--- config.mk ---
export PLATFORM = sky130hd
export DESIGN_NAME = loader_top
export DESIGN_NICKNAME = d
export VERILOG_FILES = /design/src/logic/loader_pkg.sv /design/src/logic/led_chaser.sv /design/src/logic/loader_counter.sv /design/src/logic/loader_fsm.sv /design/src/logic/loader_top.sv /design/src/logic/prog_ram.sv
export VERILOG_INCLUDE_DIRS = /design/src /design/src/logic
export SDC_FILE = /design/constraint.sdc
export NUM_CORES = 1
export LEC_CHECK = 0
export BUFFER_PORTS_ARGS = -buffer_cell sky130_fd_sc_hd__buf_2
export CORE_MARGIN = 2
export CORE_UTILIZATION = 67
export CTS_CLUSTER_DIAMETER = 150
export DETAILED_ROUTE_END_ITERATION = 16
export PLACE_DENSITY_LB_ADDON = 0.05
export SLEW_MARGIN = 30
export SYNTH_ARGS = -nofsm -noshare
export SYNTH_HDL_FRONTEND = slang
export SYNTH_HIERARCHICAL = 1
export SYNTH_SLANG_ARGS = --single-unit
--- constraint.sdc ---
create_clock -name clk -period 6.72 [get_ports clk]
set_input_delay 0 -clock clk [delete_from_list [all_inputs] [get_ports clk]]
set_output_delay 0 -clock clk [all_outputs]
set_load 0.02 [all_outputs]
--- src/logic/loader_defines.svh ---
`ifndef LOADER_DEFINES_SVH
`define LOADER_DEFINES_SVH

// program RAM geometry, 64 bytes.
`define LOADER_ADDR_W 6
`define LOADER_DATA_W 8

// led divider, short for simulation.
`define LOADER_LED_DIV_W 4

`endif

--- src/logic/loader_pkg.sv ---
`include "loader_defines.svh"

package loader_pkg;

	// loader phase.
	typedef enum logic [1:0] {
		st_idle = 2'd0, // held after reset.
		st_load = 2'd1, // bytes arriving.
		st_run  = 2'd2, // cpu owns the ram.
		st_dump = 2'd3  // ram going out to the transmitter.
	} loader_state_e;

	// one ram access, from the loader or the cpu.
	typedef struct packed {
		logic [`LOADER_ADDR_W-1:0] addr;
		logic                      wr;
		logic [`LOADER_DATA_W-1:0] wdata;
	} mem_req_t;

endpackage

--- src/logic/led_chaser.sv ---
`timescale 1ns/1ps

`include "loader_defines.svh"

module led_chaser (
	input  logic                      clk,
	input  logic                      rst,
	input  loader_pkg::loader_state_e state,
	output logic [7:0]                led
);
	import loader_pkg::*;

	logic [`LOADER_LED_DIV_W-1:0] div;
	logic                         step;

	assign step = &div; // one step per divider wrap.

	always_ff @(posedge clk or posedge rst) begin
		if (rst) begin
			div <= '0;
			led <= 8'd1;
		end else begin
			div <= div + 1'b1;
			if (step) begin
				unique case (state)
					st_load: begin
						led <= {led[6:0], led[7]}; // left while loading.
					end
					st_idle, st_dump: begin
						led <= {led[0], led[7:1]}; // right while the cpu waits.
					end
					default: begin
						led <= led; // still while running.
					end
				endcase
			end
		end
	end

endmodule

--- src/logic/loader_counter.sv ---
`timescale 1ns/1ps

`include "loader_defines.svh"

module loader_counter (
	input  logic                      clk,
	input  logic                      rst,
	input  loader_pkg::loader_state_e state,
	input  logic                      rx_valid,
	input  logic [`LOADER_DATA_W-1:0] rx_data,
	input  logic                      dump_memory,
	input  logic                      tx_done,
	output loader_pkg::mem_req_t      loader_req,
	output logic                      tx_wr,
	output logic                      load_last,
	output logic                      dump_last,
	output logic                      byte_sent
);
	import loader_pkg::*;

	// settle timer steps, the write fires two cycles after a byte.
	localparam logic [1:0] settle_start = 2'd0;
	localparam logic [1:0] settle_fire  = 2'd1;
	localparam logic [1:0] settle_idle  = 2'd3;

	logic [`LOADER_ADDR_W-1:0] wr_addr;
	logic [`LOADER_ADDR_W-1:0] rd_addr;
	logic [`LOADER_DATA_W-1:0] wr_data;
	logic [1:0]                settle;
	logic                      loading;
	logic                      rx_take;
	logic                      wr_strobe;
	logic                      dump_start;
	logic                      rd_step;
	logic                      tx_kick;
	logic                      tx_pend;

	assign loading    = (state == st_idle) || (state == st_load);
	assign rx_take    = rx_valid && loading; // bytes after the load are dropped.
	assign wr_strobe  = (settle == settle_fire) && loading;
	assign dump_start = dump_memory && (state == st_run);
	assign rd_step    = tx_done && (state == st_dump);

	assign load_last = wr_strobe && (&wr_addr);
	assign dump_last = rd_step && (&rd_addr);
	assign byte_sent = rd_step && !(&rd_addr);

	// write address and settle timer.
	always_ff @(posedge clk or posedge rst) begin
		if (rst) begin
			wr_addr <= '1; // first byte wraps to address 0.
			settle  <= settle_idle;
		end else if (rx_take) begin
			wr_addr <= wr_addr + 1'b1;
			settle  <= settle_start; // a new byte restarts the timer.
		end else if (settle != settle_idle) begin
			settle <= settle + 1'b1;
		end
	end

	// received byte, held until its write.
	always_ff @(posedge clk) begin
		if (rx_take) begin
			wr_data <= rx_data;
		end
	end

	// read address for the dump.
	always_ff @(posedge clk or posedge rst) begin
		if (rst) begin
			rd_addr <= '0;
		end else if (dump_start) begin
			rd_addr <= '0;
		end else if (byte_sent) begin
			rd_addr <= rd_addr + 1'b1;
		end
	end

	// a read address change needs one cycle for the ram read.
	assign tx_kick = dump_start || byte_sent;

	always_ff @(posedge clk or posedge rst) begin
		if (rst) begin
			tx_pend <= 1'b0;
			tx_wr   <= 1'b0;
		end else begin
			tx_pend <= tx_kick;
			tx_wr   <= tx_pend; // rdata is valid here.
		end
	end

	always_comb begin
		loader_req.addr  = loading ? wr_addr : rd_addr;
		loader_req.wr    = wr_strobe;
		loader_req.wdata = wr_data;
	end

endmodule

--- src/logic/loader_fsm.sv ---
`timescale 1ns/1ps

module loader_fsm (
	input  logic                      clk,
	input  logic                      rst,
	input  logic                      rx_valid,
	input  logic                      dump_memory,
	input  logic                      load_last,
	input  logic                      dump_last,
	output loader_pkg::loader_state_e state,
	output logic                      cpu_rst
);
	import loader_pkg::*;

	loader_state_e state_next;

	// phase sequencing, loading happens once only.
	always_comb begin
		state_next = state;
		unique case (state)
			st_idle: begin
				if (rx_valid) begin
					state_next = st_load; // first byte starts the load.
				end
			end
			st_load: begin
				if (load_last) begin
					state_next = st_run; // ram full, hand over to cpu.
				end
			end
			st_run: begin
				if (dump_memory) begin
					state_next = st_dump;
				end
			end
			st_dump: begin
				if (dump_last) begin
					state_next = st_run; // last byte acknowledged.
				end
			end
			default: begin
				state_next = st_idle;
			end
		endcase
	end

	// cpu reset follows the next phase, so it moves with the state.
	always_ff @(posedge clk or posedge rst) begin
		if (rst) begin
			state   <= st_idle;
			cpu_rst <= 1'b1;
		end else begin
			state   <= state_next;
			cpu_rst <= (state_next != st_run); // only run frees the cpu.
		end
	end

endmodule

--- src/logic/loader_top.sv ---
`timescale 1ns/1ps

`include "loader_defines.svh"

module loader_top (
	input  logic                      clk,
	input  logic                      rst,
	input  logic                      rx_valid,
	input  logic [`LOADER_DATA_W-1:0] rx_data,
	input  logic                      dump_memory,
	input  logic                      tx_done,
	input  loader_pkg::mem_req_t      cpu_req,
	output logic                      cpu_rst,
	output logic [`LOADER_DATA_W-1:0] cpu_rdata,
	output logic                      tx_wr,
	output logic [`LOADER_DATA_W-1:0] tx_data,
	output logic [7:0]                led
);
	import loader_pkg::*;

	loader_state_e state;
	mem_req_t      loader_req;
	logic          load_last;
	logic          dump_last;
	logic          byte_sent; // per-byte dump progress.

	loader_fsm i_fsm (
		.clk         (clk),
		.rst         (rst),
		.rx_valid    (rx_valid),
		.dump_memory (dump_memory),
		.load_last   (load_last),
		.dump_last   (dump_last),
		.state       (state),
		.cpu_rst     (cpu_rst)
	);

	loader_counter i_counter (
		.clk         (clk),
		.rst         (rst),
		.state       (state),
		.rx_valid    (rx_valid),
		.rx_data     (rx_data),
		.dump_memory (dump_memory),
		.tx_done     (tx_done),
		.loader_req  (loader_req),
		.tx_wr       (tx_wr),
		.load_last   (load_last),
		.dump_last   (dump_last),
		.byte_sent   (byte_sent)
	);

	prog_ram i_ram (
		.clk        (clk),
		.state      (state),
		.loader_req (loader_req),
		.cpu_req    (cpu_req),
		.rdata      (cpu_rdata)
	);

	// the transmitter sees the same read port as the cpu.
	assign tx_data = cpu_rdata;

	led_chaser i_led (
		.clk   (clk),
		.rst   (rst),
		.state (state),
		.led   (led)
	);

endmodule

--- src/logic/prog_ram.sv ---
`timescale 1ns/1ps

`include "loader_defines.svh"

module prog_ram (
	input  logic                      clk,
	input  loader_pkg::loader_state_e state,
	input  loader_pkg::mem_req_t      loader_req,
	input  loader_pkg::mem_req_t      cpu_req,
	output logic [`LOADER_DATA_W-1:0] rdata
);
	import loader_pkg::*;

	localparam int depth = 2 ** `LOADER_ADDR_W;

	logic [`LOADER_DATA_W-1:0] mem [depth];
	mem_req_t                  req;

	// cpu owns the port only while running.
	assign req = (state == st_run) ? cpu_req : loader_req;

	always_ff @(posedge clk) begin
		if (req.wr) begin
			mem[req.addr] <= req.wdata;
		end
		rdata <= mem[req.addr]; // read before write.
	end

endmodule

==> run summary, run 1 <==
The flow ran to the end, and the final reports show no timing, DRC or antenna violations. Dividing the detail-routed wire length by the instance count gives 30.3 microns. Compared with the post-synthesis result, the final layout area differs by 11.3%.

The static leakage was 0.00782 uW; the vertical extent of the die was 184 microns. Hold repair after CTS inserted 13 buffers. After detailed routing, the number of vias per cell comes to 7.18.

The source of the worst register-to-register timing path is i_fsm/state[1]. The count of buffers inserted at the top-level ports was 53; the setup total negative slack was 0 ns. First-pass GRT wire length: 79,900 microns.

The tools report the clock buffer count from CTS as 52. The detail route stage leaves a number of antenna-violating nets equal to 0. The post-cts repair resize count came out at 0.

STA classifies the critical path startpoint as a flip-flop. The highest ir drop seen on vdd is 0.386 mV. The endpoint identified for the worst register-to-register timing path is i_ram/rdata[7]. The share of synthesized area occupied by flip-flops and latches was 76.7%. For flop-to-flop paths, the worst setup slack is 2.53 ns. Subtracting the final worst setup slack from the clock period gives 4.19 ns.

The most critical setup path has its startpoint at i_fsm/state[1]. The run gives 2 as the H-tree depth. The slew at the pin with the worst max-slew slack came out at 1.01 ns.

The first routing iteration left 2,232 violations. The floorplan step defined a core boundary enclosing 0.0316 sq mm. The tools report the worst-case clock skew as 0.0418 ns.

54 I/O pins were placed. The number of antenna violations at the first check in global routing is 0, and the initial core utilization is 68.3%. Synthesis inferred 559 register bits. After legalization and detailed placement, the total HPWL measured 32,600 microns. TritonCTS built the clock tree.

The critical path in this run is classified as flip-flop to flip-flop. The clock drives 559 sinks. The post-synthesis instance area is 0.0216 sq mm, and the required time of the critical path is 7.17 ns. STA classifies the critical path endpoint as a flip-flop. The share of flip-flops with an asynchronous set or reset after synthesis came out at 5.55%. For this run, the post-layout net count is 1,397. The synthesized area per cell is 16.6 sq um, and the maximum frequency from static timing analysis is 238 MHz. The final hold violation count was 0; the number of search-and-repair iterations in the first detailed-routing pass was 7. The count of pins over their slew limit was 0; the data arrival time of the critical path was 4.64 ns. Synthesis produced a netlist with a net count of 1,333.

The number of synthesized flops with an enable pin came out at 520. The tools report the capture point of the critical path as i_ram/rdata[7]. The total overflow left after global routing is 0. Entering global routing, the biggest net connects 65 pins.

The run gives 1,848 as the number of fill cells. After clock tree synthesis, the setup repair step added 0 buffers. Across all layers, the routed design uses 13,000 vias. The run gives 0 as the number of endpoints failing setup at the final stage. Commonest register cell after synthesis: sky130_fd_sc_hd__edfxtp_1. The power per unit of standard cell area came out at 386 mW/mm^2. Clock latency on the worst-skew pair, taken at its later pin, is 0.59 ns.

Across the run, the number of max-cap violations was 0. The synthesized netlist contains 69 unique library cells. Kind of path behind the tightest hold check: input pin to asynchronous set/reset pin. The run gives 65 as the row count.

Walking the worst path, the cells encountered are and2b_2, nor3_2, or2_2, buf_4, a2111oi_0, a31oi_1, nor4_1, nand4_1. From left edge to right edge, the die measures 184 microns. Final hold analysis gives a worst-case slack of 0.00808 ns. Cell with the largest stage delay on the worst path: sky130_fd_sc_hd__dfrtp_1.

After clock tree synthesis, the clock-pin slew on the worst setup and hold paths is 0.06 ns. The largest fanout on the critical path works out to 32. The layout cell share with drive strength beyond 1 came out at 18.3%. Setup repair after global routing left no endpoint under its margin. Across every metal layer, demand over resource in global routing totals 33.0%. The number of cells on the worst reg-to-reg path is 8. In this run the tightest slew margin relative to its limit is 32.4%. Final estimated routing congestion in global placement: 0.966.

The number of global-route vias before repair came out at 12,200. The total wire length came out at 54,700 microns. Counting along the longest clock path gives a buffer depth of 3.

On the worst path, the slowest cell contributes a delay of 0.73 ns. The diode insertion count for antenna repair was 0. For this run, design rule violations remaining after detail routing come to 0. Dividing the final minimum period by the clock period gives 62.4%. The buffer type at the clock tree root is sky130_fd_sc_hd__clkbuf_16. The floorplan step defined a die boundary enclosing 0.0337 sq mm. Synthesis produced a netlist whose cell count is 1,299. Yosys printed 6 warnings.
power by group:
| part | switching (uW) | internal, uW | leakage (uW) |
|---|---|---|---|
| clock network | 1210 | 1640 | 0.000809 |
| registers | 84.6 | 4000 | 0.00514 |
| logic | 1590 | 746 | 0.00188 |
| total | 2890 | 6390 | 0.00782 |
state kept, by name (all words and copies together) (netlist names):
signal and flops:
i_counter/wr_data 8, i_led/div 4, i_led/led 8, i_counter/tx_pend 1, i_counter/settle 2, i_fsm/cpu_rst 1
i_counter/rd_addr 6, i_fsm/state 2, i_counter/wr_addr 6, i_counter/tx_wr 1, i_ram/rdata 8, i_ram/mem 512
cells in the mapped netlist (4+ instances only):
cell type / count / area, sq um
sky130_fd_sc_hd__dfrtp_1: 21 / 526
sky130_fd_sc_hd__inv_1: 13 / 48.8
sky130_fd_sc_hd__nand2_1: 118 / 443
sky130_fd_sc_hd__nor3_1: 6 / 30.0
sky130_fd_sc_hd__mux2i_1: 9 / 90.1
sky130_fd_sc_hd__and2_1: 8 / 50.1
sky130_fd_sc_hd__a222oi_1: 101 / 1010
sky130_fd_sc_hd__nor2_1: 86 / 323
sky130_fd_sc_hd__a22o_1: 17 / 149
sky130_fd_sc_hd__edfxtp_1: 520 / 15600
sky130_fd_sc_hd__nand3_1: 7 / 35.0
sky130_fd_sc_hd__o22ai_1: 4 / 25.0
sky130_fd_sc_hd__a41oi_1: 7 / 61.3
sky130_fd_sc_hd__a221oi_1: 17 / 149
sky130_fd_sc_hd__a22oi_1: 14 / 105
sky130_fd_sc_hd__mux2_2: 48 / 541
sky130_fd_sc_hd__xnor2_1: 6 / 52.6
sky130_fd_sc_hd__nand3b_1: 5 / 37.5
sky130_fd_sc_hd__buf_2: 31 / 155
sky130_fd_sc_hd__and4_1: 5 / 43.8
sky130_fd_sc_hd__clkbuf_1: 33 / 124
sky130_fd_sc_hd__ha_1: 6 / 75.1
sky130_fd_sc_hd__o21ai_0: 16 / 80.1
sky130_fd_sc_hd__nor4_1: 11 / 68.8
sky130_fd_sc_hd__dfxtp_1: 8 / 160
sky130_fd_sc_hd__a31o_2: 12 / 105
sky130_fd_sc_hd__a31oi_1: 47 / 294
sky130_fd_sc_hd__o21a_1: 19 / 143
sky130_fd_sc_hd__nand4_1: 7 / 43.8
sky130_fd_sc_hd__nand2b_1: 8 / 50.1
sky130_fd_sc_hd__dfstp_2: 10 / 263
sky130_fd_sc_hd__buf_4: 15 / 113
sky130_fd_sc_hd__a2111oi_2: 4 / 60.1
sky130_fd_sc_hd__or2_1: 4 / 25.0
metal layers:
metal | GRT usage, % | share of wire, % | wire [microns]
met3 | 8.08 | 12 | 6570
met2 | 50.8 | 46 | 25200
met5 | 0 | 0 | 0
met1 | 46.9 | 38 | 20600
met4 | 11.7 | 4.2 | 2300
cell usage in the layout (no fill, tap or decap), types with 14 or more instances in the layout:
| master | Yosys | final |
|---|---|---|
| sky130_fd_sc_hd__a221oi_1 | 17 | 17 |
| sky130_fd_sc_hd__a222oi_1 | 101 | 101 |
| sky130_fd_sc_hd__a22o_1 | 17 | 17 |
| sky130_fd_sc_hd__a22oi_1 | 14 | 14 |
| sky130_fd_sc_hd__a31oi_1 | 47 | 47 |
| sky130_fd_sc_hd__buf_2 | 31 | 53 |
| sky130_fd_sc_hd__buf_4 | 15 | 26 |
| sky130_fd_sc_hd__clkbuf_1 | 33 | 15 |
| sky130_fd_sc_hd__clkbuf_16 | 0 | 53 |
| sky130_fd_sc_hd__dfrtp_1 | 21 | 21 |
| sky130_fd_sc_hd__edfxtp_1 | 520 | 520 |
| sky130_fd_sc_hd__mux2_2 | 48 | 48 |
| sky130_fd_sc_hd__nand2_1 | 118 | 110 |
| sky130_fd_sc_hd__nor2_1 | 86 | 86 |
| sky130_fd_sc_hd__o21a_1 | 19 | 19 |
| sky130_fd_sc_hd__o21ai_0 | 16 | 16 |
layout make-up:
type | count | area [sq um] | area share (%)
Tap cell | 402 | 503 | 2.09
Sequential cell | 559 | 16600 | 68.9
Clock inverter | 28 | 278 | 1.16
Timing Repair Buffer | 93 | 611 | 2.54
Multi-Input combinational cell | 643 | 4650 | 19.3
Inverter | 14 | 52.6 | 0.219
Clock buffer | 68 | 1380 | 5.75
critical path, delay by kind of cell, from the launching register on:
family,cells,cell delay (ns)
compound gates,2,0.63
flops,1,0.73
buf+inv,1,0.39
simple gates,5,2.32
worst min-delay path by stage:
stage	endpoint	slack [ns]	cells past startpoint
floorplan	i_fsm/state[0]	-0.25	1
global placement	i_fsm/state[0]	-0.11	2
detailed placement	i_fsm/state[1]	-0.10	2
CTS	i_led/div[2]	0.01	3
global route	i_led/div[1]	0.05	3
finish	i_led/led[3]	0.008	3
stage by stage:
stage | std cells | worst slack, ns | power (uW) | area, sq um | utilization (%)
detailed placement | 1698 | 2.62 | 6410 | 22200 | 70.3
global placement | 1698 | 2.43 | 6380 | 22200 | 70.3
finish | 1807 | 2.53 | 9280 | 24000 | 76.0
CTS | 1807 | 2.63 | 9240 | 24000 | 76.0
global route | 1807 | 2.37 | 9550 | 24000 | 76.0
floorplan | 1299 | 3.89 | 5620 | 21600 | -
logic make-up after synthesis:
kind of cell    share of synthesized area [%]
buf+inv                                  2.20
fa+ha+maj                               0.348
mux                                      3.02
xor+xnor                                0.365
flops                                    76.7
compound gates                           11.1
simple gates                             6.25
Note: power is estimated with default switching activity, not from simulation.
==> inputs of run 2 (changes only) <==
CORE_UTILIZATION = 62   (was 67)
clock period = 4.1 ns   (was 6.72 ns; I/O delays follow)
==> run 2 against run 1 <==
Global-route usage fell by 0.84 points. Final area increased by 2.2%. Fmax up 7.3%. Sequential power rose by 64%. Critical path depth is the same. Critical path type unchanged. Highest routed layer is now met5.
==> run summary, run 2 (synthesis gave the netlist of run 1 again) <==
In the final design database the tool counted 1,451 nets. For this design the ratio of total power to cell area is 626 mW/mm^2. The register with the most flip-flops in the layout has 512 of them. Across every metal layer, demand over resource in global routing totals 32.2%.

The core region is 0.0345 sq mm. The worst setup path is launched from a flip-flop. The worst setup path is of the flip-flop to flip-flop kind. The run gives 54 as the number of top-level pins. Leaving out fill and tap cells, the most frequent cell in the layout is sky130_fd_sc_hd__edfxtp_1. After floorplanning, the core was divided into 68 placement rows.

The run gives 0.896 as the final estimated routing congestion in global placement. The register ranked first by flip-flop count is i_ram/mem. Kind of end point of the critical path: a flip-flop. After layout, the worst path uses 95.4% of the clock period. After clock tree synthesis, the clock-pin slew on the worst setup and hold paths is 0.06 ns. The die is 191 microns wide. Kind of path behind the tightest hold check: input pin to asynchronous set/reset pin. For the worst flop-to-flop path, the logic depth is 8. Buffers placed on the I/O ports in this run total 53. The clock period could shrink to 3.91 ns. The die area was 0.0363 sq mm.

Setup violations remaining at the end of the flow were counted as 0. Of all nets on the critical path, the largest fanout is 14. In this run, post-CTS repair resized a total of 0 instances. The source of the worst register-to-register timing path is i_fsm/state[0]. The clock reaches the later pin of the worst-skew pair after 0.63 ns. The number of max-cap violations was 0. Counting along the longest clock path gives a buffer depth of 3. Synthesis-to-finish area growth: 13.7%.

TritonCTS sink count: 559. The slew at the pin with the worst max-slew slack is 1.04 ns, and the number of search-and-repair iterations in the first detailed-routing pass is 7. The worst-case clock skew is 0.0451 ns, and the diode insertion count for antenna repair is 0.

Once the floorplan was initialized, standard cells occupied 62.7% of the core. Buffers inserted during clock tree synthesis total 54. The number of antenna violations at the first check in global routing was 4; the register-to-register path setup slack was 0.19 ns. Overall power consumption after layout is estimated at 15,400 uW. Entering global routing, the biggest net connects 65 pins. The end of the worst register-to-register path is i_ram/rdata[3]. In the routed layout, each cell is associated on average with a via count of 6.84. The total overflow left after global routing is 0. In the layout the commonest cells are sky130_fd_sc_hd__edfxtp_1 (520), sky130_fd_sc_hd__nand2_1 (110), sky130_fd_sc_hd__a222oi_1 (101). The die is 191 microns tall. The routed layout has 13,100 vias. Clock tree synthesis selected as its root buffer the cell sky130_fd_sc_hd__clkbuf_16.

In the routed design, unresolved DRC markers number 0. The number of global-route vias before repair is 12,600, and the detailed placement HPWL is 34,700 microns. The final hold violation count came out at 0. The H-tree was split into 2 levels.

The antenna violation net count after detailed routing is 0. Setup repair after global routing left no endpoint under its margin. For the final routed database, the setup TNS stands at 0 ns. The relative slew slack is 30.1%, and the first-pass GRT wire length is 83,400 microns.

STA puts the critical path data required time at 4.57 ns. The run gives 2,173 as the number of violations reported at the end of detailed-routing iteration 0. The flow ran to the end, and the final reports show no timing, DRC or antenna violations. The worst-case IR drop observed on VDD is 0.485 mV. TritonCTS built the clock tree. For the worst setup path, the data arrival time is 4.38 ns. The count of pins over their slew limit is 0, and the maximum frequency from static timing analysis is 256 MHz. Summed over all layers, the routed wires come to 56,700 microns. Static leakage: 0.00813 uW. Of the cells placed in the final design, the portion with a size suffix greater than 1 is 21.5%.

The final routed wire length divided by cell count works out to 29.6 microns.
## run 2: power by group
part | internal, uW | total [uW] | switching, uW
Combinational | 1340 | 3990 | 2650
Clock | 2620 | 4680 | 2060
Sequential | 6560 | 6710 | 147
## run 2: worst max path at each step
stage,start,to,cells after the start
3_5_place_dp,i_fsm/state[1],i_ram/rdata[3],10
2_1_floorplan,i_fsm/state[1],i_ram/mem[13][0],10
5_1_grt,i_fsm/state[0],i_ram/rdata[3],8
6_report,i_fsm/state[0],i_ram/rdata[3],8
4_1_cts,i_fsm/state[1],i_ram/rdata[3],10
3_3_place_gp,i_fsm/state[0],i_ram/rdata[1],8
## run 2: layer usage
layer	global-route usage, %	routed length [microns]	vias to the layer above
met3	7.09	6500	129
li1	-	-	5542
met2	48.9	26000	814
met4	13.6	2270	4
met5	0	34	-
met1	45.5	21800	6596
## run 2: worst max-delay path, cell delays in order (launching register included)
cell                       delay (ns)
sky130_fd_sc_hd__dfrtp_1         0.51
sky130_fd_sc_hd__and2b_1         0.69
sky130_fd_sc_hd__nor3_2          0.11
sky130_fd_sc_hd__or2_1           0.52
sky130_fd_sc_hd__buf_4           0.30
sky130_fd_sc_hd__a222oi_1        0.50
sky130_fd_sc_hd__a31oi_1         0.19
sky130_fd_sc_hd__nor4_1          0.83
sky130_fd_sc_hd__nand2_1         0.10
## run 2: cell type report
class	count	area, sq um
Clock buffer	72	1450
Clock inverter	26	223
Fill cell	2192	9890
Inverter	14	52.6
Multi-Input combinational cell	643	4640
Sequential cell	559	16600
Tap cell	455	569
Timing Repair Buffer	145	1060
## run 2: what timing repair did
item / 4_1_cts / 5_1_grt
hold buffers: 13 / 0
buffers inserted: 0 / 0
endpoints found under the hold margin: 63 / 0
## run 2: stage by stage
step	utilization [%]	worst slack, ns	cell area, sq um	hold slack, ns	instances
detailed placement	66.1	0.332	22800	-0.0873	1803
global placement	66.0	0.291	22800	-0.0923	1803
CTS	71.3	0.292	24600	0.00718	1914
global route	71.3	0.0699	24600	0.0449	1914
floorplan	-	1.27	21600	-0.247	1299
finish	71.3	0.191	24600	0.00787	1914
==> inputs of run 3 (changes only) <==
==> constraint.sdc (replaced) <==
create_clock -name clk -period 4.1 [get_ports clk]
set_input_delay 1.23 -clock clk [delete_from_list [all_inputs] [get_ports clk]]
set_output_delay 1.23 -clock clk [all_outputs]
set_load 0.02 [all_outputs]
==> run 3 against run 2 <==
Clock skew decreased by 0.032 ns. Sequential share of layout area shrank 0.36 points. Worst setup slack gained 0.0035 ns. Register-to-register slack is essentially flat. Largest cell class unchanged. Highest routed layer is now met4.
==> run summary, run 3 (synthesis gave the netlist of run 1 again) <==
The run finished with clean final reports. The die covers 0.0363 sq mm. Most frequent cell on the critical path: sky130_fd_sc_hd__buf_4. The die is 191 microns tall. The logs give 7 for the number of search-and-repair iterations in the first detailed-routing pass and 62.7% for the initial core utilization. Relative to the synthesized area, the layout overhead comes to 14.3%.

The final critical-path share of the clock period was 95.3%; the highest ir drop seen on vdd was 0.435 mV. The critical path is of the flip-flop to flip-flop type. Buffers inserted to repair hold after CTS numbered 0. Dividing total power by cell area gives a power density of 624 mW/mm^2. Number of buffer and inverter instances along the worst setup path: 3. The register with the most flip-flops in the final layout is i_ram/mem. Cells fill 71.7% of the core in the end.

The overall routing resource usage is 32.2%, and the largest fanout on the critical path is 21. The final estimated routing congestion in global placement was 0.897. After the last flow step, the layout net total stands at 1,474.

Family of cells with the greatest summed delay on the critical path: simple AND/OR/NAND/NOR gates. Max-cap violations in this run came to 0. The via density per instance is 6.85, and the post-route non-filler standard cell count is 1,938.

The final period demand of the worst path came out at 3.91 ns. The cell with the largest stage delay on the worst path was sky130_fd_sc_hd__nor4_1. The core outline area was 0.0345 sq mm; the final routed wire length divided by cell count was 29.4 microns. Setup violations remaining at the end of the flow were counted as 0. For this run the aggregate overflow at the end of global routing stands at 0. The logs give 0 for the total setup buffers inserted after CTS and 4.33 ns for the data arrival time of the critical path. The final layout contains routed wiring with a total length of 57,100 microns. On the worst path, the slowest cell contributes a delay of 0.85 ns.

In this run the remaining antenna-violating nets after routing total 0. The longest clock path from root to sink contains 3 buffers. TritonCTS built the clock tree.

The relative slew slack came out at 35.5%. Kind of path behind the tightest hold check: flip-flop to flip-flop. Walking the worst path, the cells encountered are and2b_1, buf_4, o32ai_4, buf_12, buf_4, a222oi_1, a31oi_1, nor4_1, nand4_1. The worst setup path is launched from a flip-flop. Maximum frequency from static timing analysis: 256 MHz.

The clock net in this run drives a total of 559 sinks. The logs give 0 for the number of antenna violations at the first check in global routing and 0 for the final hold violation count. The clock buffer count from CTS came out at 54. Setup repair after global routing left no endpoint under its margin. The logs give 2,173 for the number of fill cells and 0.00824 uW for the static leakage. The H-tree generated during clock tree synthesis spans 2 levels. The run gives 65 as the largest net degree at the start of global routing. The slew at the pin with the worst max-slew slack is 0.959 ns. The tree is rooted in a sky130_fd_sc_hd__clkbuf_16. In this run the count of I/O pins placed on the die edge is 54. Worst-case clock skew: 0.0132 ns. Kind of end point of the critical path: a flip-flop. Commonest non-fill, non-tap cell in the layout: sky130_fd_sc_hd__edfxtp_1. Leaving out fill and tap cells, the most frequent cells in the layout are sky130_fd_sc_hd__edfxtp_1 (520), sky130_fd_sc_hd__nand2_1 (110), sky130_fd_sc_hd__buf_4 (106).

The detailed router finished its first iteration with 2,129 violations. Detailed routing inserted a total of 13,300 vias. The number of global-route vias before repair is 13,000, and the number of flip-flops under the largest register name is 512. The count of buffers inserted at the top-level ports is 53. The run gives 4.52 ns as the required time of the critical path. The die is 191 microns wide. The tools report the insertion delay of the later-clocked pin in the worst-skew pair as 0.60 ns. The cell count after placement was 1,839. The floorplan has 68 rows.

The layout cell share with drive strength beyond 1 was 22.9%; the total DRC errors in the routed layout was 0. For the count of pins over their slew limit, the log shows 0. After clock tree synthesis, the clock-pin slew on the worst setup and hold paths is 0.06 ns. The first global-routing pass estimated 84,300 microns of wire.

The HPWL after detailed placement is 35,500 microns. Post-cts repair resize count: 0.
==> run 3: layout make-up <==
type | count | area, sq um | area share, %
Sequential cell | 559 | 16600 | 67.1
Multi-Input combinational cell | 643 | 4650 | 18.8
Clock buffer | 79 | 1510 | 6.10
Timing Repair Buffer | 168 | 1240 | 5.03
Tap cell | 455 | 569 | 2.31
Clock inverter | 19 | 106 | 0.431
Inverter | 14 | 52.6 | 0.213
Antenna cell | 1 | 2.50 | 0.0101
==> run 3: report_power, final <==
part	internal, uW	leakage [uW]	total (uW)	switching, uW
Combinational	1410	0.00232	4120	2710
Sequential	6560	0.00514	6680	119
Clock	2590	0.000782	4600	2010
Total	10600	0.00824	15400	4840
==> run 3: layer usage <==
layer / vias up / wire [microns] / GRT usage [%] / part of all wire, %
li1: 5598 / - / - / -
met2: 907 / 26500 / 49.6 / 46
met5: - / 0 / 0 / 0
met4: 0 / 1990 / 11.9 / 3.5
met1: 6638 / 22200 / 47.0 / 39
met3: 129 / 6380 / 5.52 / 11
==> run 3: worst paths after layout <==
path	start	end	slack, ns	cells past startpoint
setup / recovery	i_fsm/state[0]	i_ram/rdata[0]	0.19	9
hold / removal	i_counter/tx_pend	i_counter/tx_wr	0.35	0
setup reg to reg	i_fsm/state[0]	i_ram/rdata[0]	0.19	9
hold reg to reg	i_counter/tx_pend	i_counter/tx_wr	0.35	0
max in group asynchronous	rst	i_counter/tx_wr	2.97	2
min in group asynchronous	rst	i_fsm/state[1]	0.52	2
==> run 3: worst reg2reg max path, delay by kind of cell, from the launching register on <==
kind,cells,cell delay [ns]
buf+inv,3,0.80
flops,1,0.52
simple gates,3,1.68
compound gates,3,0.73
==> run 3: metrics by stage <==
step	cell area [sq um]	total power (uW)	setup TNS (ns)	worst slack [ns]	hold WS, ns
floorplan	21600	9210	0	1.13	0.331
global placement	23100	10800	-0.0183	-0.0183	0.339
detailed placement	23100	10800	-0.0257	-0.0257	0.337
CTS	24700	15400	0	0.317	0.352
global route	24700	15900	0	0.0364	0.371
finish	24700	15400	0	0.194	0.349
